File: src/logic/peri_pkg.sv
// Bus constants assume one core master with 11-bit byte addresses and 16 slots of each kind
`default_nettype none

package peri_pkg;

    localparam int ADDR_W     = 11;
    localparam int DATA_W     = 32;
    localparam int PIN_W      = 8;
    localparam int NUM_SLOTS  = 16;
    localparam int SLOT_W     = 4;
    localparam int FUNC_SEL_W = 5;

    // Request codes shared by read and write lines
    localparam logic [1:0] ACC_NONE = 2'b11;
    localparam logic [1:0] ACC_BYTE = 2'b00;
    localparam logic [1:0] ACC_HALF = 2'b01;
    localparam logic [1:0] ACC_WORD = 2'b10;

    localparam logic [SLOT_W-1:0] GPIO_SLOT       = 4'd1;
    localparam logic [SLOT_W-1:0] FIRST_WORD_SLOT = 4'd4;

    // GPIO register map, select i sits at GPIO_SEL_BASE + 4i
    localparam logic [5:0] GPIO_OUT_OFS  = 6'h00;
    localparam logic [5:0] GPIO_IN_OFS   = 6'h04;
    localparam logic [5:0] GPIO_SEL_BASE = 6'h20;

    typedef struct packed {
        logic              byte_peri;
        logic [SLOT_W-1:0] slot;
        logic [5:0]        offset;
    } word_view_t;

    typedef struct packed {
        logic              byte_peri;
        logic [1:0]        unused;
        logic [SLOT_W-1:0] slot;
        logic [3:0]        offset;
    } byte_view_t;

    // Bit 10 tells which view applies
    typedef union packed {
        word_view_t word;
        byte_view_t bytes;
    } peri_addr_t;

endpackage

`default_nettype wire

File: src/logic/gpio_ctrl.sv
// Function selects reset to the GPIO slot, unmapped offsets read as zero and ignore writes
`timescale 1ns/1ps
`default_nettype none

module gpio_ctrl import peri_pkg::*; (
    input  wire                    clk,
    input  wire                    rst_n,
    input  wire                    i_write,
    input  wire  [5:0]             i_offset,
    input  wire  [7:0]             i_data,
    input  wire  [PIN_W-1:0]       i_ui_in,
    output logic [PIN_W-1:0]       o_gpio_out,
    output logic [FUNC_SEL_W-1:0]  o_func_sel [PIN_W],
    output logic [DATA_W-1:0]      o_rdata
);

    logic       sel_hit;
    logic [2:0] sel_idx;

    // Selects live on word boundaries from 0x20 to 0x3C
    assign sel_hit = ((i_offset & 6'b100011) == GPIO_SEL_BASE);
    assign sel_idx = i_offset[4:2];

    always_ff @(posedge clk) begin
        if (!rst_n) begin
            o_gpio_out <= '0;
            for (int i = 0; i < PIN_W; i++) begin
                o_func_sel[i] <= {1'b0, GPIO_SLOT};
            end
        end else if (i_write) begin
            if (i_offset == GPIO_OUT_OFS) begin
                o_gpio_out <= i_data;
            end
            if (sel_hit) begin
                o_func_sel[sel_idx] <= i_data[FUNC_SEL_W-1:0];
            end
        end
    end

    always_comb begin
        if (i_offset == GPIO_OUT_OFS) begin
            o_rdata = DATA_W'(o_gpio_out);
        end else if (i_offset == GPIO_IN_OFS) begin
            o_rdata = DATA_W'(i_ui_in);
        end else if (sel_hit) begin
            o_rdata = DATA_W'(o_func_sel[sel_idx]);
        end else begin
            o_rdata = '0;
        end
    end

endmodule

`default_nettype wire

File: src/logic/out_pin_mux.sv
// Combinational, a select naming an empty slot drives the pin low
`timescale 1ns/1ps
`default_nettype none

module out_pin_mux import peri_pkg::*; (
    input  wire  [FUNC_SEL_W-1:0]  i_func_sel [PIN_W],
    input  wire  [PIN_W-1:0]       i_user_out [NUM_SLOTS],
    input  wire  [PIN_W-1:0]       i_byte_out [NUM_SLOTS],
    output logic [PIN_W-1:0]       o_uo_out
);

    logic [SLOT_W-1:0] slot [PIN_W];

    always_comb begin
        for (int i = 0; i < PIN_W; i++) begin
            slot[i] = i_func_sel[i][SLOT_W-1:0];
            // Top select bit picks the byte slots
            if (i_func_sel[i][FUNC_SEL_W-1]) begin
                o_uo_out[i] = i_byte_out[slot[i]][i];
            end else begin
                o_uo_out[i] = i_user_out[slot[i]][i];
            end
        end
    end

endmodule

`default_nettype wire

File: src/logic/peri_addr_decode.sv
// Combinational only, word peripherals occupy consecutive slots from FIRST_WORD_SLOT upward
`timescale 1ns/1ps
`default_nettype none

module peri_addr_decode import peri_pkg::*; #(
    parameter int NUM_WORD_PERI = 2,
    parameter int NUM_BYTE_PERI = 2
) (
    input  wire  peri_addr_t   i_addr,
    input  wire  [1:0]         i_write_n,
    input  wire  [1:0]         i_read_n_peri,
    output logic               o_gpio_write,
    input  wire  [DATA_W-1:0]  i_gpio_data,
    output logic [1:0]         o_word_write_n [NUM_WORD_PERI],
    output logic [1:0]         o_word_read_n  [NUM_WORD_PERI],
    input  wire  [DATA_W-1:0]  i_word_data    [NUM_WORD_PERI],
    input  wire                i_word_ready   [NUM_WORD_PERI],
    output logic               o_byte_write   [NUM_BYTE_PERI],
    input  wire  [7:0]         i_byte_data    [NUM_BYTE_PERI],
    output logic [DATA_W-1:0]  o_peri_data,
    output logic               o_peri_ready
);

    logic              is_byte;
    logic [SLOT_W-1:0] word_slot;
    logic [SLOT_W-1:0] byte_slot;
    logic              wr_req;

    assign is_byte   = i_addr.word.byte_peri;
    assign word_slot = i_addr.word.slot;
    assign byte_slot = i_addr.bytes.slot;
    assign wr_req    = (i_write_n != ACC_NONE);

    always_comb begin
        // Empty slots read as zero and are always ready
        o_peri_data  = '0;
        o_peri_ready = 1'b1;
        o_gpio_write = 1'b0;
        for (int i = 0; i < NUM_WORD_PERI; i++) begin
            o_word_write_n[i] = ACC_NONE;
            o_word_read_n[i]  = ACC_NONE;
        end
        for (int i = 0; i < NUM_BYTE_PERI; i++) begin
            o_byte_write[i] = 1'b0;
        end

        if (is_byte) begin
            // Byte slots only return the low byte
            for (int i = 0; i < NUM_BYTE_PERI; i++) begin
                if (byte_slot == SLOT_W'(i)) begin
                    o_byte_write[i] = wr_req;
                    o_peri_data     = DATA_W'(i_byte_data[i]);
                end
            end
        end else if (word_slot == GPIO_SLOT) begin
            o_gpio_write = wr_req;
            o_peri_data  = i_gpio_data;
        end else begin
            for (int i = 0; i < NUM_WORD_PERI; i++) begin
                if (word_slot == SLOT_W'(FIRST_WORD_SLOT + i)) begin
                    o_word_write_n[i] = i_write_n;
                    o_word_read_n[i]  = i_read_n_peri;
                    o_peri_data       = i_word_data[i];
                    o_peri_ready      = i_word_ready[i];
                end
            end
        end
    end

endmodule

`default_nettype wire

File: src/logic/peri_bus_top.sv
// NUM_WORD_PERI must stay within 1..12 and NUM_BYTE_PERI within 1..16, other slots read as empty
`timescale 1ns/1ps
`default_nettype none

module peri_bus_top import peri_pkg::*; #(
    parameter int NUM_WORD_PERI = 2,
    parameter int NUM_BYTE_PERI = 2
) (
    input  wire                clk,
    input  wire                rst_n,
    input  wire  [PIN_W-1:0]   i_ui_in,
    output logic [PIN_W-1:0]   o_uo_out,
    input  wire  [ADDR_W-1:0]  i_addr,
    input  wire  [DATA_W-1:0]  i_data,
    input  wire  [1:0]         i_write_n,
    input  wire  [1:0]         i_read_n,
    output logic [DATA_W-1:0]  o_data,
    output logic               o_data_ready,
    input  wire                i_read_complete,
    output logic [15:2]        o_user_interrupts
);

    peri_addr_t addr;

    logic [1:0]            read_n_peri;
    logic [DATA_W-1:0]     peri_data;
    logic                  peri_ready;

    logic                  gpio_write;
    logic [DATA_W-1:0]     gpio_rdata;
    logic [PIN_W-1:0]      gpio_out;
    logic [FUNC_SEL_W-1:0] func_sel [PIN_W];

    logic [1:0]            word_write_n [NUM_WORD_PERI];
    logic [1:0]            word_read_n  [NUM_WORD_PERI];
    logic [DATA_W-1:0]     word_data    [NUM_WORD_PERI];
    logic                  word_ready   [NUM_WORD_PERI];
    logic [PIN_W-1:0]      word_uo      [NUM_WORD_PERI];
    logic                  word_irq     [NUM_WORD_PERI];

    logic                  byte_write   [NUM_BYTE_PERI];
    logic [7:0]            byte_data    [NUM_BYTE_PERI];
    logic [PIN_W-1:0]      byte_uo      [NUM_BYTE_PERI];

    // Output bytes per slot for the pin mux
    logic [PIN_W-1:0]      user_out [NUM_SLOTS];
    logic [PIN_W-1:0]      byte_out [NUM_SLOTS];

    assign addr = i_addr;

    read_data_buffer u_rd_buf (
        .clk             (clk),
        .rst_n           (rst_n),
        .i_read_n        (i_read_n),
        .i_write_n       (i_write_n),
        .i_read_complete (i_read_complete),
        .i_peri_data     (peri_data),
        .i_peri_ready    (peri_ready),
        .o_read_n_peri   (read_n_peri),
        .o_data          (o_data),
        .o_data_ready    (o_data_ready)
    );

    peri_addr_decode #(
        .NUM_WORD_PERI (NUM_WORD_PERI),
        .NUM_BYTE_PERI (NUM_BYTE_PERI)
    ) u_decode (
        .i_addr         (addr),
        .i_write_n      (i_write_n),
        .i_read_n_peri  (read_n_peri),
        .o_gpio_write   (gpio_write),
        .i_gpio_data    (gpio_rdata),
        .o_word_write_n (word_write_n),
        .o_word_read_n  (word_read_n),
        .i_word_data    (word_data),
        .i_word_ready   (word_ready),
        .o_byte_write   (byte_write),
        .i_byte_data    (byte_data),
        .o_peri_data    (peri_data),
        .o_peri_ready   (peri_ready)
    );

    gpio_ctrl u_gpio (
        .clk        (clk),
        .rst_n      (rst_n),
        .i_write    (gpio_write),
        .i_offset   (addr.word.offset),
        .i_data     (i_data[7:0]),
        .i_ui_in    (i_ui_in),
        .o_gpio_out (gpio_out),
        .o_func_sel (func_sel),
        .o_rdata    (gpio_rdata)
    );

    out_pin_mux u_pin_mux (
        .i_func_sel (func_sel),
        .i_user_out (user_out),
        .i_byte_out (byte_out),
        .o_uo_out   (o_uo_out)
    );

    for (genvar g = 0; g < NUM_WORD_PERI; g++) begin : g_word
        user_word_regs u_word (
            .clk         (clk),
            .rst_n       (rst_n),
            .i_offset    (addr.word.offset),
            .i_data      (i_data),
            .i_write_n   (word_write_n[g]),
            .i_read_n    (word_read_n[g]),
            .o_rdata     (word_data[g]),
            .o_ready     (word_ready[g]),
            .o_uo_out    (word_uo[g]),
            .o_interrupt (word_irq[g])
        );
    end

    for (genvar g = 0; g < NUM_BYTE_PERI; g++) begin : g_byte
        user_byte_reg u_byte (
            .clk      (clk),
            .rst_n    (rst_n),
            .i_offset (addr.bytes.offset),
            .i_write  (byte_write[g]),
            .i_data   (i_data[7:0]),
            .i_ui_in  (i_ui_in),
            .o_rdata  (byte_data[g]),
            .o_uo_out (byte_uo[g])
        );
    end

    // Empty slots drive zero on pins and interrupts
    always_comb begin
        for (int s = 0; s < NUM_SLOTS; s++) begin
            user_out[s] = '0;
            byte_out[s] = '0;
        end
        o_user_interrupts = '0;
        user_out[GPIO_SLOT] = gpio_out;
        for (int i = 0; i < NUM_WORD_PERI; i++) begin
            user_out[FIRST_WORD_SLOT + i]          = word_uo[i];
            o_user_interrupts[FIRST_WORD_SLOT + i] = word_irq[i];
        end
        for (int i = 0; i < NUM_BYTE_PERI; i++) begin
            byte_out[i] = byte_uo[i];
        end
    end

endmodule

`default_nettype wire

File: src/logic/read_data_buffer.sv
// Assumes one read in flight and a core that holds the read request until data_ready
`timescale 1ns/1ps
`default_nettype none

module read_data_buffer import peri_pkg::*; (
    input  wire                clk,
    input  wire                rst_n,
    input  wire  [1:0]         i_read_n,
    input  wire  [1:0]         i_write_n,
    input  wire                i_read_complete,
    input  wire  [DATA_W-1:0]  i_peri_data,
    input  wire                i_peri_ready,
    output logic [1:0]         o_read_n_peri,
    output logic [DATA_W-1:0]  o_data,
    output logic               o_data_ready
);

    logic read_req;
    logic capture;
    logic hold;
    logic ready_r;

    assign read_req = (i_read_n != ACC_NONE);
    assign capture  = !hold && i_peri_ready && read_req;

    // No second read reaches the peripheral while the result is pending
    assign o_read_n_peri = i_read_n | {2{ready_r}};

    always_ff @(posedge clk) begin
        if (!rst_n) begin
            hold    <= 1'b0;
            ready_r <= 1'b0;
        end else begin
            if (i_read_complete) begin
                hold <= 1'b0;
            end
            if (capture) begin
                hold <= 1'b1;
            end
            ready_r <= read_req && i_peri_ready;
        end
    end

    always_ff @(posedge clk) begin
        if (capture) begin
            o_data <= i_peri_data;
        end
    end

    // Writes complete in the cycle they are presented
    assign o_data_ready = ready_r || (i_write_n != ACC_NONE);

endmodule

`default_nettype wire

File: src/logic/user_byte_reg.sv
// Example byte peripheral with output byte at 0x0, pin readback at 0x1 and toggle at 0x2
`timescale 1ns/1ps
`default_nettype none

module user_byte_reg import peri_pkg::*; (
    input  wire               clk,
    input  wire               rst_n,
    input  wire  [3:0]        i_offset,
    input  wire               i_write,
    input  wire  [7:0]        i_data,
    input  wire  [PIN_W-1:0]  i_ui_in,
    output logic [7:0]        o_rdata,
    output logic [PIN_W-1:0]  o_uo_out
);

    always_ff @(posedge clk) begin
        if (!rst_n) begin
            o_uo_out <= '0;
        end else if (i_write) begin
            case (i_offset)
                4'h0: o_uo_out <= i_data;
                // Flip only the bits written as one
                4'h2: o_uo_out <= o_uo_out ^ i_data;
                default: ;
            endcase
        end
    end

    always_comb begin
        case (i_offset)
            4'h0:    o_rdata = o_uo_out;
            4'h1:    o_rdata = i_ui_in;
            default: o_rdata = '0;
        endcase
    end

endmodule

`default_nettype wire

File: src/logic/user_word_regs.sv
// Example peripheral that is always ready, registers A at 0x0 and B at 0x4, interrupt flag at 0x8
`timescale 1ns/1ps
`default_nettype none

module user_word_regs import peri_pkg::*; (
    input  wire                clk,
    input  wire                rst_n,
    input  wire  [5:0]         i_offset,
    input  wire  [DATA_W-1:0]  i_data,
    input  wire  [1:0]         i_write_n,
    input  wire  [1:0]         i_read_n,
    output logic [DATA_W-1:0]  o_rdata,
    output logic               o_ready,
    output logic [PIN_W-1:0]   o_uo_out,
    output logic               o_interrupt
);

    localparam logic [5:0] OFS_A   = 6'h00;
    localparam logic [5:0] OFS_B   = 6'h04;
    localparam logic [5:0] OFS_IRQ = 6'h08;

    logic [DATA_W-1:0] reg_a;
    logic [DATA_W-1:0] reg_b;

    // Sized write keeps the upper bits of the old value
    function automatic logic [DATA_W-1:0] merge(input logic [DATA_W-1:0] old_val,
                                                input logic [DATA_W-1:0] new_val,
                                                input logic [1:0]        acc);
        case (acc)
            ACC_BYTE: merge = {old_val[DATA_W-1:8], new_val[7:0]};
            ACC_HALF: merge = {old_val[DATA_W-1:16], new_val[15:0]};
            ACC_WORD: merge = new_val;
            default:  merge = old_val;
        endcase
    endfunction

    always_ff @(posedge clk) begin
        if (!rst_n) begin
            reg_a       <= '0;
            reg_b       <= '0;
            o_interrupt <= 1'b0;
        end else if (i_write_n != ACC_NONE) begin
            case (i_offset)
                OFS_A: reg_a <= merge(reg_a, i_data, i_write_n);
                OFS_B: begin
                    reg_b       <= merge(reg_b, i_data, i_write_n);
                    o_interrupt <= 1'b1;
                end
                OFS_IRQ: o_interrupt <= 1'b0;
                default: ;
            endcase
        end
    end

    always_comb begin
        case (i_offset)
            OFS_A:   o_rdata = reg_a;
            OFS_B:   o_rdata = reg_b;
            OFS_IRQ: o_rdata = DATA_W'(o_interrupt);
            default: o_rdata = '0;
        endcase
    end

    assign o_ready  = (i_read_n != ACC_NONE);
    assign o_uo_out = reg_a[PIN_W-1:0];

endmodule

`default_nettype wire

File: config.mk
export PLATFORM = sky130hd
export DESIGN_NAME = peri_bus_top
export DESIGN_NICKNAME = d
export VERILOG_FILES = /design/src/logic/peri_pkg.sv /design/src/logic/gpio_ctrl.sv /design/src/logic/out_pin_mux.sv /design/src/logic/peri_addr_decode.sv /design/src/logic/peri_bus_top.sv /design/src/logic/read_data_buffer.sv /design/src/logic/user_byte_reg.sv /design/src/logic/user_word_regs.sv
export SDC_FILE = /design/constraint.sdc
export NUM_CORES = 1
export LEC_CHECK = 0
export BUFFER_PORTS_ARGS = -buffer_cell sky130_fd_sc_hd__buf_2
export CORE_MARGIN = 5
export CORE_UTILIZATION = 40
export DETAILED_ROUTE_END_ITERATION = 10
export PLACE_DENSITY = 0.59
export SLEW_MARGIN = 40
export SYNTH_ARGS = -nofsm -noshare
export SYNTH_HDL_FRONTEND = slang
export SYNTH_SLANG_ARGS = --single-unit
File: constraint.sdc
create_clock -name clk -period 9.64 [get_ports clk]
set_input_delay 1.928 -clock clk [delete_from_list [all_inputs] [get_ports clk]]
set_output_delay 1.928 -clock clk [all_outputs]
set_load 0.01 [all_outputs]
==> run metrics <==
status finished clean; Final #Nets 1285; total power 0.00210 W; first-pass GRT wire length 49100 µm; layout cells sized above 1 14.7%; Synth async-reset ratio 0%; Yosys reg bits 228; Register-to-Register Path Depth 4; pwr dens 165 mW/mm²; Yosys warnings 0; Hold Vio Cnt, Final 0; R2R setup slack 7.92 ns; Die Y 177 µm; Clock transition at path regs 0.06 ns; Post-CTS Setup Inserts 0; crit path max fanout 16; Post-Synth XOR/XNOR Area 0%; Hold Crit Start g_word[1].u_word.reg_a[21]$_SDFFE_PN0P_; post-route DRC violation count 0; Setup CP Type in -> reg; Worst setup EP type register; routed vias 8993; clock latency on the worst-skew pair 0.53 ns; Worst Tran Pin Value 0.858 ns; Hold EP g_word[1].u_word.reg_a[21]$_SDFFE_PN0P_; final wirelength 31800 µm; H-tree depth 1; CP Launch Type input port; area added between synthesis and finish 14.5%; proportion of synthesized area in mux cells 22.1%; Total GRT Usage 19.6%; total congestion overflow 0; CTS tree yes; post-synthesis compound-gate area fraction 13.1%; worst r2r src u_gpio.o_func_sel[32]$_SDFFE_PN0P_; max frequency 0.216 GHz; Starting Density 40.2%; Die Wd 177 µm; Sink Count 228; Mapped Avg Cell Area 9.50 µm²; Detailed Routing Iterations Pass 1 7; Post-Syn Area 0.0111 mm²; period utilization 48.0%; Cells after Synth 1169; port bufs 100; dpl hpwl 20400 µm; Max Buffers Root-to-Sink 3; P_leak 5.41 nW; Hold WC Path Type reg -> reg; post-synthesis cell type count 58; max-cap viol count 0; IO Pins 113; simple-gate share of the synthesized area 15.1%; RR Endpoint u_rd_buf.o_data[2]$_DFFE_PP_; fin. max-slew vios 0; post-layout min period 4.62 ns; Clock Tree Root clkbuf_16; WL per Instance 19.6 µm; hold_buf cts 0; Resized cells post-CTS 0; Max Clock Skew 0.00976 ns; largest family of logic cells by synthesized area multiplexers; DR iter-0 viols 815; Final ANT Viol Nets 0; vias in the first global route 8312; Core Box Area 0.0276 mm²; # rows 61; Slew HR 42.3%; Data arrival, critical path 5.02 ns; initial antenna violation count 6; setup violators final 0; Synth Flop Type dfxtp_1; RD Place Congestion 0.859; setup tns final 0 ns; largest net degree at the start of global routing 99; RSZ-0062 raised after global routing false; sequential cell area fraction in the yosys report 44.0%; Critical Path RT 10.03 ns; Post-Synth Adder-Cell Area 0.676%; Vias/cell 5.55; Post-synth EDFFs 32; CTS buffer count 26; Peak supply drop 0.114 mV; Hold Path Stages 2; DIE AREA 0.0312 mm²
==> layout make-up <==
type | count | area [µm²]
clock buffer | 44 | 840
tap | 378 | 473
sequential | 228 | 4880
timing repair buffer | 114 | 628
multi-input combinational | 831 | 5770
fill | 2670 | 14900
clock inverter | 3 | 30.0
inverter | 20 | 77.6
antenna | 2 | 5.00
==> cell usage in the layout, fill, tap and decap left out, drive strengths merged, types with 12 or more instances in the layout <==
cell type	Yosys	routed
o311ai	14	14
o22a	24	24
nand2	27	27
nor2	185	185
nand3	57	57
conb	1	12
dfxtp	196	196
inv	18	18
o22ai	16	16
o21ai	66	66
buf	40	114
o31a	14	14
clkbuf	61	44
edfxtp	32	32
nand2b	24	24
mux2i	226	226
nor2b	13	13
a21oi	53	53
==> worst max path at each step <==
stage,from,to,cells past startpoint
4_1_cts,i_addr[9],g_word[0].u_word.reg_b[30]$_SDFFE_PN0P_,8
5_1_grt,i_addr[9],g_word[0].u_word.reg_b[18]$_SDFFE_PN0P_,9
2_1_floorplan,i_addr[8],u_rd_buf.o_data[0]$_DFFE_PP_,2
6_report,i_addr[9],g_word[0].u_word.reg_b[30]$_SDFFE_PN0P_,8
3_5_place_dp,i_addr[9],g_word[0].u_word.reg_b[30]$_SDFFE_PN0P_,8
3_3_place_gp,i_addr[9],g_word[0].u_word.reg_a[25]$_SDFFE_PN0P_,8
==> through the flow <==
step / util (%) / hold WS, ns / cells / cell area (µm²) / setup slack, ns
2_1_floorplan: - / 0.457 / 1180 / 11100 / 4.51
3_3_place_gp: 42.5 / 0.474 / 1567 / 11800 / 4.29
6_report: 46.0 / 0.490 / 1620 / 12700 / 5.02
5_1_grt: 46.0 / 0.513 / 1619 / 12700 / 4.82
4_1_cts: 46.0 / 0.494 / 1618 / 12700 / 5.01
3_5_place_dp: 42.8 / 0.481 / 1571 / 11800 / 4.44
==> layer usage <==
layer / GRT usage [%] / share of wire (%) / vias to the layer above
met1: 28.3 / 45 / 4290
met3: 4.32 / 8.9 / 65
met4: 4.96 / 2.4 / 8
li1: - / - / 4296
met5: 0 / 0.13 / -
met2: 29.9 / 44 / 334
==> power breakdown <==
| part | internal [W] | switching (W) | leakage, nW |
|---|---|---|---|
| sequential | 0.000976 | 0.00000328 | 1.91 |
| clock | 0.000590 | 0.000394 | 0.428 |
| combinational | 0.0000383 | 0.0000963 | 3.07 |
| total | 0.00160 | 0.000494 | 5.41 |
==> flip-flops by register name (all words and copies together) (netlist names) <==
name                       cells
u_gpio.o_func_sel             40
u_rd_buf.hold                  1
g_word.u_word.o_interrupt      2
u_rd_buf.ready_r               1
g_word.u_word.reg_b           64
g_word.u_word.reg_a           64
g_byte.u_byte.o_uo_out        16
u_rd_buf.o_data               32
u_gpio.o_gpio_out              8
==> cell families after synthesis <==
family | after synthesis
buf+inv | 121
flops | 228
mux | 236
compound gates | 224
other cells | 1
fa+ha+maj | 6
simple gates | 353
==> cells in the mapped netlist (2+ instances only) <==
| cell type | instances | share of area [%] |
|---|---|---|
| a211o_1 | 6 | 0.47 |
| o211ai_1 | 8 | 0.54 |
| o21ai_1 | 14 | 0.63 |
| nor2b_1 | 13 | 0.73 |
| a2bb2oi_1 | 2 | 0.16 |
| o22ai_1 | 16 | 0.90 |
| nand2_1 | 27 | 0.91 |
| ha_1 | 6 | 0.68 |
| nor2_1 | 185 | 6.3 |
| inv_1 | 17 | 0.57 |
| mux4_2 | 3 | 0.61 |
| buf_2 | 12 | 0.54 |
| nor4_4 | 2 | 0.38 |
| buf_1 | 9 | 0.30 |
| o31ai_1 | 6 | 0.41 |
| nand4_1 | 4 | 0.23 |
| clkinv_1 | 2 | 0.068 |
| o2bb2ai_1 | 2 | 0.16 |
| nand3_1 | 57 | 2.6 |
| nand2b_1 | 24 | 1.4 |
| and2_1 | 3 | 0.17 |
| a41oi_1 | 3 | 0.24 |
| a31oi_1 | 2 | 0.11 |
| edfxtp_1 | 32 | 8.7 |
| a21oi_1 | 53 | 2.4 |
| nor3b_1 | 4 | 0.27 |
| mux4_1 | 3 | 0.71 |
| clkbuf_1 | 61 | 2.1 |
| dfxtp_1 | 196 | 35 |
| o31a_1 | 14 | 1.1 |
| or2_2 | 2 | 0.11 |
| mux2_2 | 4 | 0.41 |
| nor3_1 | 10 | 0.45 |
| or3_1 | 10 | 0.56 |
| o2111ai_1 | 2 | 0.16 |
| o22a_1 | 24 | 1.9 |
| o21ai_0 | 52 | 2.3 |
| a221oi_1 | 2 | 0.16 |
| or4b_2 | 2 | 0.18 |
| o221a_2 | 2 | 0.20 |
| mux2i_1 | 226 | 20 |
| o311ai_1 | 14 | 1.1 |
| buf_6 | 5 | 0.51 |
| buf_4 | 14 | 0.95 |
==> worst max-delay path, cell delays in order <==
cell and delay, ns:
buf_2 0.13, or4b_2 0.89, or3_1 0.43, ha_1 0.30
nor3b_1 0.39, nand3_2 0.54, mux2i_1 0.32, nor2_1 0.06
Power figures use the tool's default switching activity.
